### src/hw/hist_defs.svh
`ifndef HIST_DEFS_SVH
`define HIST_DEFS_SVH

// raw hit timestamp width
`define HIST_TS_BITS 10

// bin index width, top bits of the timestamp
`define HIST_BIN_BITS 4

// entries per histogram RAM
`define HIST_NUM_BINS (1 << `HIST_BIN_BITS)

// per-bin counter width
`define HIST_COUNT_BITS 8

// counters stop here instead of wrapping
`define HIST_COUNT_MAX ((1 << `HIST_COUNT_BITS) - 1)

`endif

### src/hw/histDataPkg.sv
`include "hist_defs.svh"

package histDataPkg;

    // raw arrival time of one photon hit
    typedef logic [`HIST_TS_BITS-1:0] timeStamp;

    // histogram bin address
    typedef logic [`HIST_BIN_BITS-1:0] binIdx;

    // hits accumulated in one bin
    typedef logic [`HIST_COUNT_BITS-1:0] binCount;

    // relative delay between channels, one extra bit for sign
    typedef logic signed [`HIST_BIN_BITS:0] binDelta;

    // location and height of a histogram maximum
    typedef struct packed {
        binIdx   bin;
        binCount count;
    } peakInfo;

    // what the combiner reports per frame
    typedef struct packed {
        logic    winner; // 1 when channel 1 has the taller peak
        peakInfo peak;   // peak of the winning channel
        binDelta delta;  // chan1 bin minus chan0 bin
    } frameResult;

endpackage

### src/hw/histCtrlPkg.sv
package histCtrlPkg;

    // builder sequencing, one frame walks through all of these
    typedef enum logic [2:0] {
        idle,
        clear,      // zero all bins
        accumulate, // count hits
        drain,      // let the last pending write land
        search,     // scan bins for the maximum
        report      // present the peak for one cycle
    } builderState;

    // summary flags seen from outside
    typedef struct packed {
        logic busy;      // clearing or searching
        logic accepting; // hits are being counted
    } chanStatus;

endpackage

### src/hw/histRam.sv
`include "hist_defs.svh"

module histRam (
    input  logic                clk,
    input  logic                rdEn,
    input  histDataPkg::binIdx   rdAddr,
    output histDataPkg::binCount rdData,
    input  logic                wrEn,
    input  histDataPkg::binIdx   wrAddr,
    input  histDataPkg::binCount wrData
);

    histDataPkg::binCount mem [`HIST_NUM_BINS];

    // write port
    always_ff @(posedge clk) begin
        if (wrEn) begin
            mem[wrAddr] <= wrData;
        end
    end

    // registered read, same-address write in the same cycle is not visible yet
    always_ff @(posedge clk) begin
        if (rdEn) begin
            rdData <= mem[rdAddr];
        end
    end

endmodule

### src/hw/histBuilder.sv
`include "hist_defs.svh"

module histBuilder (
    input  logic                  clk,
    input  logic                  res,
    input  logic                  start,
    input  logic                  hit,
    input  logic                  frameEnd,
    input  histDataPkg::timeStamp ts,
    output logic                  busy,
    output logic                  accepting,
    output logic                  peakValid,
    output histDataPkg::peakInfo  peak
);

    histCtrlPkg::builderState state;
    histCtrlPkg::builderState nextState;

    histDataPkg::binIdx hitBin;
    histDataPkg::binIdx addrCnt;    // clear and search address
    histDataPkg::binIdx pendBin;    // bin of the update in flight
    histDataPkg::binIdx lastBin;    // bin written last cycle
    histDataPkg::binIdx cmpBin;     // address of the count now on rdData
    histDataPkg::binIdx maxBin;

    histDataPkg::binCount rdData;
    histDataPkg::binCount lastData; // value written last cycle
    histDataPkg::binCount baseCount;
    histDataPkg::binCount incCount;
    histDataPkg::binCount maxCount;

    logic acceptHit;
    logic pendValid;
    logic lastValid;
    logic cmpValid;
    logic srchDone;

    logic                 ramRdEn;
    histDataPkg::binIdx   ramRdAddr;
    logic                 ramWrEn;
    histDataPkg::binIdx   ramWrAddr;
    histDataPkg::binCount ramWrData;

    assign hitBin    = ts[`HIST_TS_BITS-1 -: `HIST_BIN_BITS];
    assign acceptHit = (state == histCtrlPkg::accumulate) && hit;

    // next state, start wins from anywhere
    always_comb begin
        nextState = state;
        case (state)
            histCtrlPkg::idle: begin
                nextState = histCtrlPkg::idle;
            end
            histCtrlPkg::clear: begin
                if (addrCnt == '1) begin
                    nextState = histCtrlPkg::accumulate;
                end
            end
            histCtrlPkg::accumulate: begin
                if (frameEnd) begin
                    nextState = histCtrlPkg::drain;
                end
            end
            histCtrlPkg::drain: begin
                nextState = histCtrlPkg::search;
            end
            histCtrlPkg::search: begin
                // last count compared this cycle
                if (cmpValid && cmpBin == '1) begin
                    nextState = histCtrlPkg::report;
                end
            end
            histCtrlPkg::report: begin
                nextState = histCtrlPkg::idle;
            end
            default: begin
                nextState = histCtrlPkg::idle;
            end
        endcase
        if (start) begin
            nextState = histCtrlPkg::clear;
        end
    end

    always_ff @(posedge clk or negedge res) begin
        if (!res) begin
            state     <= histCtrlPkg::idle;
            addrCnt   <= '0;
            srchDone  <= 1'b0;
            pendValid <= 1'b0;
            lastValid <= 1'b0;
            cmpValid  <= 1'b0;
        end else begin
            state     <= nextState;
            pendValid <= acceptHit;
            lastValid <= ramWrEn;
            cmpValid  <= ramRdEn && (state == histCtrlPkg::search);

            if (start || state == histCtrlPkg::drain) begin
                addrCnt <= '0;
            end else if (state == histCtrlPkg::clear ||
                         (state == histCtrlPkg::search && !srchDone)) begin
                addrCnt <= addrCnt + 1'b1; // wraps to 0 after bin 15
            end

            if (start || state == histCtrlPkg::drain) begin
                srchDone <= 1'b0;
            end else if (state == histCtrlPkg::search && addrCnt == '1) begin
                srchDone <= 1'b1; // all reads issued
            end
        end
    end

    // datapath registers
    always_ff @(posedge clk) begin
        pendBin  <= hitBin;
        lastBin  <= ramWrAddr;
        lastData <= ramWrData;
        cmpBin   <= addrCnt;   // follows the read by one cycle

        if (state == histCtrlPkg::drain) begin
            maxCount <= '0;
            maxBin   <= '0;
        end else if (cmpValid && rdData > maxCount) begin
            maxCount <= rdData; // strictly greater, so ties keep the lower bin
            maxBin   <= cmpBin;
        end
    end

    // RAM output is stale if the same bin was written one cycle earlier
    assign baseCount = (lastValid && lastBin == pendBin) ? lastData : rdData;
    assign incCount  = (baseCount == `HIST_COUNT_MAX) ? baseCount : baseCount + 1'b1;

    assign ramRdEn   = acceptHit || (state == histCtrlPkg::search && !srchDone);
    assign ramRdAddr = (state == histCtrlPkg::search) ? addrCnt : hitBin;

    // clear owns the write port, otherwise the pending update
    assign ramWrEn   = (state == histCtrlPkg::clear) || pendValid;
    assign ramWrAddr = (state == histCtrlPkg::clear) ? addrCnt : pendBin;
    assign ramWrData = (state == histCtrlPkg::clear) ? '0 : incCount;

    histRam ramInst (
        .clk    (clk),
        .rdEn   (ramRdEn),
        .rdAddr (ramRdAddr),
        .rdData (rdData),
        .wrEn   (ramWrEn),
        .wrAddr (ramWrAddr),
        .wrData (ramWrData)
    );

    assign busy       = (state != histCtrlPkg::idle) && (state != histCtrlPkg::accumulate);
    assign accepting  = (state == histCtrlPkg::accumulate);
    assign peakValid  = (state == histCtrlPkg::report);
    assign peak.bin   = maxBin;
    assign peak.count = maxCount;

endmodule

### src/hw/peakCombiner.sv
module peakCombiner (
    input  logic                    clk,
    input  logic                    res,
    input  logic                    peakValid0,
    input  logic                    peakValid1,
    input  histDataPkg::peakInfo    peak0,
    input  histDataPkg::peakInfo    peak1,
    output logic                    resultValid,
    output histDataPkg::frameResult result
);

    logic have0;
    logic have1;
    logic both;

    histDataPkg::peakInfo    held0;
    histDataPkg::peakInfo    held1;
    histDataPkg::peakInfo    cur0;
    histDataPkg::peakInfo    cur1;
    histDataPkg::frameResult nextResult;

    // a peak arriving this cycle counts as already latched
    assign cur0 = peakValid0 ? peak0 : held0;
    assign cur1 = peakValid1 ? peak1 : held1;
    assign both = (have0 | peakValid0) & (have1 | peakValid1);

    always_comb begin
        nextResult.winner = cur1.count > cur0.count; // chan0 keeps ties
        nextResult.peak   = nextResult.winner ? cur1 : cur0;
        nextResult.delta  = histDataPkg::binDelta'({1'b0, cur1.bin}) -
                            histDataPkg::binDelta'({1'b0, cur0.bin});
    end

    always_ff @(posedge clk or negedge res) begin
        if (!res) begin
            have0       <= 1'b0;
            have1       <= 1'b0;
            resultValid <= 1'b0;
        end else if (both) begin
            have0       <= 1'b0;
            have1       <= 1'b0;
            resultValid <= 1'b1;
        end else begin
            have0       <= have0 | peakValid0; // sticky until both seen
            have1       <= have1 | peakValid1;
            resultValid <= 1'b0;
        end
    end

    always_ff @(posedge clk) begin
        if (peakValid0) held0 <= peak0;
        if (peakValid1) held1 <= peak1;
        if (both) result <= nextResult;
    end

endmodule

### src/hw/tofHistTop.sv
module tofHistTop (
    input  logic                    clk,
    input  logic                    res,
    input  logic                    start,
    input  logic                    frameEnd,
    input  logic                    hit0,
    input  logic                    hit1,
    input  histDataPkg::timeStamp   ts0,
    input  histDataPkg::timeStamp   ts1,
    output logic                    resultValid,
    output histDataPkg::frameResult result,
    output histCtrlPkg::chanStatus  status
);

    logic busy0;
    logic busy1;
    logic accepting0;
    logic accepting1;
    logic peakValid0;
    logic peakValid1;

    histDataPkg::peakInfo peak0;
    histDataPkg::peakInfo peak1;

    // both channels see the same frame strobes, so they finish together
    histBuilder chan0Inst (
        .clk       (clk),
        .res       (res),
        .start     (start),
        .hit       (hit0),
        .frameEnd  (frameEnd),
        .ts        (ts0),
        .busy      (busy0),
        .accepting (accepting0),
        .peakValid (peakValid0),
        .peak      (peak0)
    );

    histBuilder chan1Inst (
        .clk       (clk),
        .res       (res),
        .start     (start),
        .hit       (hit1),
        .frameEnd  (frameEnd),
        .ts        (ts1),
        .busy      (busy1),
        .accepting (accepting1),
        .peakValid (peakValid1),
        .peak      (peak1)
    );

    peakCombiner combinerInst (
        .clk         (clk),
        .res         (res),
        .peakValid0  (peakValid0),
        .peakValid1  (peakValid1),
        .peak0       (peak0),
        .peak1       (peak1),
        .resultValid (resultValid),
        .result      (result)
    );

    // busy if either channel is, accepting only when both are
    always_comb begin
        status.busy      = busy0 | busy1;
        status.accepting = accepting0 & accepting1;
    end

endmodule

### config.mk
export PLATFORM = sky130hd
export DESIGN_NAME = tofHistTop
export DESIGN_NICKNAME = d
export VERILOG_FILES = /design/src/hw/histDataPkg.sv /design/src/hw/histCtrlPkg.sv /design/src/hw/histRam.sv /design/src/hw/histBuilder.sv /design/src/hw/peakCombiner.sv /design/src/hw/tofHistTop.sv
export VERILOG_INCLUDE_DIRS = /design/src /design/src/hw
export SDC_FILE = /design/constraint.sdc
export NUM_CORES = 1
export LEC_CHECK = 0
export ABC_CLOCK_PERIOD_IN_PS = 6300
export BUFFER_PORTS_ARGS = -buffer_cell sky130_fd_sc_hd__buf_4
export CAP_MARGIN = 0
export CORE_MARGIN = 4
export CORE_UTILIZATION = 50
export CTS_CLUSTER_SIZE = 28
export DETAILED_ROUTE_END_ITERATION = 7
export PLACE_DENSITY = 0.66
export SKIP_CTS_REPAIR_TIMING = 1
export SYNTH_ARGS = -nofsm -noshare
export SYNTH_HDL_FRONTEND = slang
export SYNTH_SLANG_ARGS = --single-unit
### constraint.sdc
create_clock -name clk -period 6.3 [get_ports clk]
set_input_delay 0.63 -clock clk [delete_from_list [all_inputs] [get_ports clk]]
set_output_delay 0.63 -clock clk [all_outputs]
set_load 0.03 [all_outputs]
* Word level (Yosys, flattened, before mapping)
Memory sizes are Yosys's and may differ from the RTL's. A register that Yosys moved wholly into a read port is not among the register bits. Index checks and enable logic that the tools add are counted.
Storage, ports and cells: register bits after elaboration 131, RAM bits 256, bits of input ports 26, output and inout port bits 21, word-level logic and storage cells 147, memories 2
Memory list:
- chan0Inst.ramInst.mem | depth 16, width 8, read ports 1, clocked after memory_dff 1, wr ports 1, line histRam.sv:13 | histDataPkg::binCount mem [`HIST_NUM_BINS];
- chan1Inst.ramInst.mem | depth 16, width 8, read ports 1, clocked after memory_dff 1, wr ports 1, line histRam.sv:13
Cells by class: $add $sub $neg 5, $lt $le $gt $ge 3, eq/ne operators 26, muxes and demuxes 37, bitwise operators 5, reductions and logical operators 34
Operators with widths (number):
- 2-to-1 mux 8 bit | 6
- 2-to-1 mux 12 bit | 3
- 2-to-1 mux 4 bit | 8
- greater-than comparator 8 bit | 3
- one-hot mux 3 bit (4 select lines) | 2
- 2-to-1 mux 3 bit | 7
- adder 8 x 1 -> 8 bit, second input constant | 2
- equality test 4 bit, second input constant | 4
- equality test 8 bit, second input constant | 2
- logical AND 1 bit | 16
- equality test 3 x 2 -> 1 bit, second input constant | 4
- equality test 3 bit, second input constant | 4
- inequality test 3 x 2 -> 1 bit, second input constant | 4
- inequality test 3 bit, second input constant | 4
- 2-to-1 mux 1 bit | 11
- adder 4 x 1 -> 4 bit, second input constant | 2
- equality test 4 bit | 2
- logical OR 1 bit | 8
- nonzero test 2 bit | 4
- equality test 3 x 1 -> 1 bit, second input constant | 2
- AND reduction 3 bit | 2
- nonzero test 3 bit | 2
- subtractor 4 x 4 -> 5 bit | 1
- bitwise OR 1 bit | 3
- other kinds (2) | 4

* Depth between registers and ports, before layout
depth in word-level cells 6, mapped depth 14, gate-level depth less buffers 11

* Modules after synthesis
A second synthesis with hierarchy kept.
Unflattened totals: cell total of the unflattened synthesis 1111, area, all modules 16858.7 µm²
By module, submodules not included:
- histRam | instances 2, cells each 229, area each 5227.5 µm², seq. area each 4083.9 µm²
- histBuilder | instances 2, cells each 256, area each 2228.4 µm², seq. area each 915.9 µm²
- peakCombiner | instances 1, cells each 139, area each 1934.4 µm², seq. area each 1096.1 µm²
- tofHistTop | instances 1, cells each 2, area each 12.5 µm², seq. area each 0.0 µm²

* Worst setup path after synthesis
No wires, ideal clock.
path type reg2reg, from reg chan0Inst.pendBin[3], to mem chan0Inst.ramInst.mem[0][3] (netlist name), data pin, setup time 0.347 ns, arrival 3.653 ns, required time 5.953 ns, setup slack 2.300 ns, stages on the path, launching flop included 12, path buffers 1, clock period less this slack 4.000 ns, path through dfxtp_1 xor2_1 nor4_2 buf_2 mux2_2 ha_1 nand2_1 nor2_1 and3_1 or3b_2 xor2_1 a211oi_1
Between the ends: cells in the longest elaborated chain, start to end 6, elaborated cells on any way between the ends 7, those cells by class 1 x add/sub; 2 x eq/ne; 3 x mux; 1 x reduce/logical
RTL lines:
- from (decl) | line histBuilder.sv:21 | histDataPkg::binIdx pendBin;
- from (signal assigned) | line histBuilder.sv:116 | pendBin <= hitBin;
- equality test 4 bit (*) | line histBuilder.sv:131 | assign baseCount = (lastValid && lastBin == pendBin) ? lastData : rdData;
- logical AND 1 bit (*) | line histBuilder.sv:131
- 2-to-1 mux 8 bit (*) | line histBuilder.sv:131
- adder 8 x 1 -> 8 bit or equality test 8 bit (tied branches)
- 2-to-1 mux 8 bit (*) | line histBuilder.sv:132 | assign incCount = (baseCount == `HIST_COUNT_MAX) ? baseCount : baseCount + 1'b1;
- 2-to-1 mux 8 bit (*) | line histBuilder.sv:140 | assign ramWrData = (state == histCtrlPkg::clear) ? '0 : incCount;
- net chan0Inst.ramInst.wrData[3] | line histRam.sv:10 | input histDataPkg::binCount wrData
- to (decl) | line histRam.sv:13
The timed path passes the listed nets; every way through them passes the cells marked *.

* Worst setup path in the final report
from reg chan1Inst.pendBin[0], to mem chan1Inst.ramInst.mem[5][1] (netlist name), data pin
Between the ends: cells in the longest elaborated chain, start to end 6, elaborated cells on any way between the ends 7, those cells by class 1 x add/sub; 2 x eq/ne; 3 x mux; 1 x reduce/logical
RTL lines (line):
- from (decl) | histBuilder.sv:21
- from (signal assigned) | histBuilder.sv:116
- equality test 4 bit (*) | histBuilder.sv:131
- logical AND 1 bit (*) | histBuilder.sv:131
- 2-to-1 mux 8 bit (*) | histBuilder.sv:131
- adder 8 x 1 -> 8 bit or equality test 8 bit (tied branches)
- 2-to-1 mux 8 bit (*) | histBuilder.sv:132
- 2-to-1 mux 8 bit (*) | histBuilder.sv:140
- net chan1Inst.ramInst.wrData[1] | histRam.sv:10
- to (decl) | histRam.sv:13
Marked as above.

==> results.txt <==
The sequential cell fraction of total power is 0.521. The setup violation total in the final timing report came out at 0. After synthesis, the share of flip-flops with an asynchronous set or reset is 0.0620. The average size of a mapped cell came out at 12.0 µm². The most critical setup path has its endpoint at chan1Inst.ramInst.mem[5][1]$_DFFE_PP_. The startpoint identified for the worst register-to-register timing path is chan1Inst.pendBin[0]$_DFF_P_. For the final routed database, the setup TNS stands at 0 ns. The top-area cell type share of the netlist area is 0.515. The H-tree was split into 2 levels. The clock tree from TritonCTS is done.

When the netlist entered floorplanning its net count stood at 1472. The global-route wire length before repair is 57300 µm. The worst-margin pin slew came out at 1.28 ns. The commonest cells after synthesis are sky130_fd_sc_hd__edfxtp_1, sky130_fd_sc_hd__nand2_1, sky130_fd_sc_hd__a21oi_1, sky130_fd_sc_hd__nor2_1, sky130_fd_sc_hd__dfxtp_1. For this run, the total global-route usage over all layers was measured as 0.197. The sequential-to-total area share from yosys stat is 0.656. The share of the core filled with cells is 0.567. The diode insertion count for antenna repair came out at 0. The final hold violation count is 0. The number of DRC markers after the initial detailed-route iteration is 903. The count of flip-flops with a built-in enable after synthesis came out at 290. Summed over all cells, the static leakage comes to 0.00737 µW. Wires add up to 36100 µm. Setup repair after global routing left no endpoint under its margin. The detailed-placement wirelength estimate is 23500 µm. The number of antenna violations at the first check in global routing is 1. The placeable core region is 0.0334 mm². The cell row count is 67. The worst path in the final design needs a cycle of 4.25 ns, including I/O delays and setup. The CTS buffer count came out at 42.

Clock tree synthesis selected as its root buffer the cell sky130_fd_sc_hd__clkbuf_16. The peak clock frequency supported by timing is 0.235 GHz. The number of max-cap violations is 0.

The min-delay analysis places its worst path in the category in2async. The register bit count reported by yosys came out at 403. The critical path starts at chan1Inst.pendBin[0]$_DFF_P_. The count of input and output buffers came out at 34. The clock-pin transition on the worst setup and hold timing paths is 0.06 ns. The share of post-route cells with drive strength above 1 came out at 0.114. The kind of start point of the critical path is a flip-flop. The reported net switching power came out at 1200 µW.

The clock network fraction of design power came out at 0.432. At the worst endpoint, the arrival time is 4.41 ns. The latest clock arrival within the worst-skew pair is 0.54 ns. The area used by sequential logic in the layout came out at 0.0111 mm². The total overflow left after global routing is 0. The largest fanout on the critical path came out at 17.

In this run the register-to-register setup slack is 2.05 ns. The final clock period utilization by the worst path is 0.675. The classification of the worst setup path is reg2reg.

The power density over cell area is 293 mW/mm². The final number of max-transition violations came out at 0. The total number of vias came out at 10.8k.

The initial utilization of the core area, before any placement, comes to 0.505. In the routed design, unresolved DRC markers number 0. The remaining antenna violation count is 0. Compared with the post-synthesis result, the final layout area differs by 12.3%.

The worst register-to-register path has a depth of 10. By instance count, the leading cell after synthesis is sky130_fd_sc_hd__edfxtp_1. The chip width came out at 192 µm. By area the synthesized netlist is led by sky130_fd_sc_hd__edfxtp_1, sky130_fd_sc_hd__dfxtp_1, sky130_fd_sc_hd__nand2_1, sky130_fd_sc_hd__mux2i_1, sky130_fd_sc_hd__dfrtp_1. The power after layout is 5560 µW. The via density per instance came out at 5.56. The net count of the finished layout is 1510.

The largest net degree at the start of global routing came out at 57. The gate count after technology mapping is 1413. The worst-case IR drop observed on VDD is 251 µV. The setup skew after layout is 0.0224 ns. The number of global-route vias before repair is 10.3k. The data required time at the worst endpoint is 6.46 ns. The largest total area in the synthesized netlist belongs to sky130_fd_sc_hd__edfxtp_1. In the final layout, the multi-input gates occupy 0.00539 mm². Counting along the longest clock path gives a buffer depth of 3. The flow ran to the end, and the final reports show no timing, DRC or antenna violations.

Clock tree synthesis found a total of 403 sinks. In this run the critical register-to-register path is captured at chan1Inst.ramInst.mem[5][1]$_DFFE_PP_. The combinational group share of total power came out at 0.048. The floorplan step defined a die boundary enclosing 0.0368 mm². The count of pins on the block boundary came out at 47. The netlist area before placement came out at 0.0169 mm².

The congestion estimate from routability-driven global placement came to 0.854. Dividing the detail-routed wire length by the instance count gives 18.7 µm. Synthesis instantiated 49 different standard cells from the library. STA classifies the critical path endpoint as a flip-flop. The headroom to the max-slew limit is 0.139. Measured along the y axis, the die boundary spans 192 µm. The flip-flop cell with the highest count after synthesis is sky130_fd_sc_hd__edfxtp_1.

Of the total power, the share spent switching nets is 0.215. The internal cell power is 4370 µW. The yosys synthesis warning count is 0.

The iteration count of the initial detailed-routing pass is 5. Fill cells in the final layout number 2706.
## critical path, cell delays in order (launching register included)
cell and delay [ns]:
sky130_fd_sc_hd__dfxtp_1 0.33, sky130_fd_sc_hd__inv_1 0.05, sky130_fd_sc_hd__a222oi_1 0.32, sky130_fd_sc_hd__nor4b_4 0.91, sky130_fd_sc_hd__mux2_2 0.44, sky130_fd_sc_hd__ha_1 0.28
sky130_fd_sc_hd__nand3_1 0.16, sky130_fd_sc_hd__nor2_1 0.06, sky130_fd_sc_hd__mux2_2 0.31, sky130_fd_sc_hd__mux2i_1 0.13, sky130_fd_sc_hd__nor2_1 0.88
## cell families (layout without fill, tap and decap cells)
family                   count (synthesis)  after routing  synth area share
AO/OA/AOI/OAI                          236            236            0.0819
XOR/XNOR                                16             16           0.00829
adder cells (fa/ha/maj)                 33             33            0.0249
buffers and inverters                  109            181            0.0284
flip-flops                             403            403             0.656
multiplexers                           115            115            0.0727
AND/OR/NAND/NOR                        501            501             0.127
## worst min-delay path by stage
stage / from / endpoint / cells past startpoint
3_5_place_dp: chan1Inst.maxCount[7]$_SDFFE_PP0P_ / chan1Inst.maxCount[7]$_SDFFE_PP0P_ / 2
6_report: res / chan1Inst.pendValid$_DFF_PN0_ / 1
5_1_grt: res / chan1Inst.srchDone$_DFFE_PN0P_ / 1
3_3_place_gp: chan1Inst.maxCount[3]$_SDFFE_PP0P_ / chan1Inst.maxCount[3]$_SDFFE_PP0P_ / 2
4_1_cts: res / chan1Inst.srchDone$_DFFE_PN0P_ / 1
2_1_floorplan: res / chan0Inst.addrCnt[0]$_DFFE_PN0P_ / 0
## stage by stage
stage	std cells	hold slack (ns)	worst slack [ns]	area, µm²
3_3_place_gp	1855	0.456	2.19	17600
2_1_floorplan	1413	0.334	2.30	16900
4_1_cts	1933	-0.00142	2.04	19000
6_report	1933	0.00728	2.05	19000
3_5_place_dp	1855	0.459	2.07	17600
5_1_grt	1933	0.0156	1.68	19000
## power by group through the flow
| stage | Clock, µW | Combinational (µW) | Sequential (µW) |
|---|---|---|---|
| floorplan | 0 | 183 | 2950 |
| global placement | 0 | 260 | 2950 |
| detailed placement | 0 | 265 | 2950 |
| CTS | 2440 | 266 | 2900 |
| global route | 2560 | 294 | 2900 |
| finish | 2400 | 265 | 2900 |
## sequential cells by signal (all words and copies together), names as in the netlist, 12 cells and up
register	flops
combinerInst.held1	12
combinerInst.held0	12
chan0Inst.ramInst.mem	128
chan1Inst.ramInst.mem	128
combinerInst.result	18
## cell usage in the layout (no fill, tap or decap), drive strengths merged, types with 3 or more instances in the layout
| cell | instances |
|---|---|
| clkinv | 18 |
| xnor2 | 6 |
| o21bai | 4 |
| or3b | 3 |
| nand4 | 7 |
| nand2b | 7 |
| nand3 | 64 |
| buf | 54 |
| nor4 | 3 |
| mux2 | 33 |
| ha | 32 |
| mux2i | 81 |
| clkbuf | 54 |
| nor2 | 101 |
| nor2b | 11 |
| nor3 | 23 |
| nand2 | 261 |
| a31oi | 19 |
| o21a | 6 |
| a21oi | 109 |
| bufinv | 3 |
| or2 | 8 |
| dfxtp | 88 |
| dfrtp | 25 |
| and3 | 9 |
| o21ai | 51 |
| edfxtp | 290 |
| a211oi | 8 |
| a21o | 7 |
| xor2 | 10 |
| inv | 52 |
| o221ai | 28 |
## layout make-up
class                           count  share of cell area
Sequential cell                   403               0.585
Inverter                           49             0.00969
Clock inverter                     24              0.0111
Tap cell                          448              0.0295
Timing Repair Buffer               54              0.0214
Multi-Input combinational cell    901               0.284
Clock buffer                       54              0.0599
## metal layers
layer	part of all wire	global-route usage
met2	0.48	0.320
met3	0.052	0.0293
met5	0.00047	0
met1	0.45	0.283
met4	0.021	0.0481
Power figures use the tool's default switching activity.
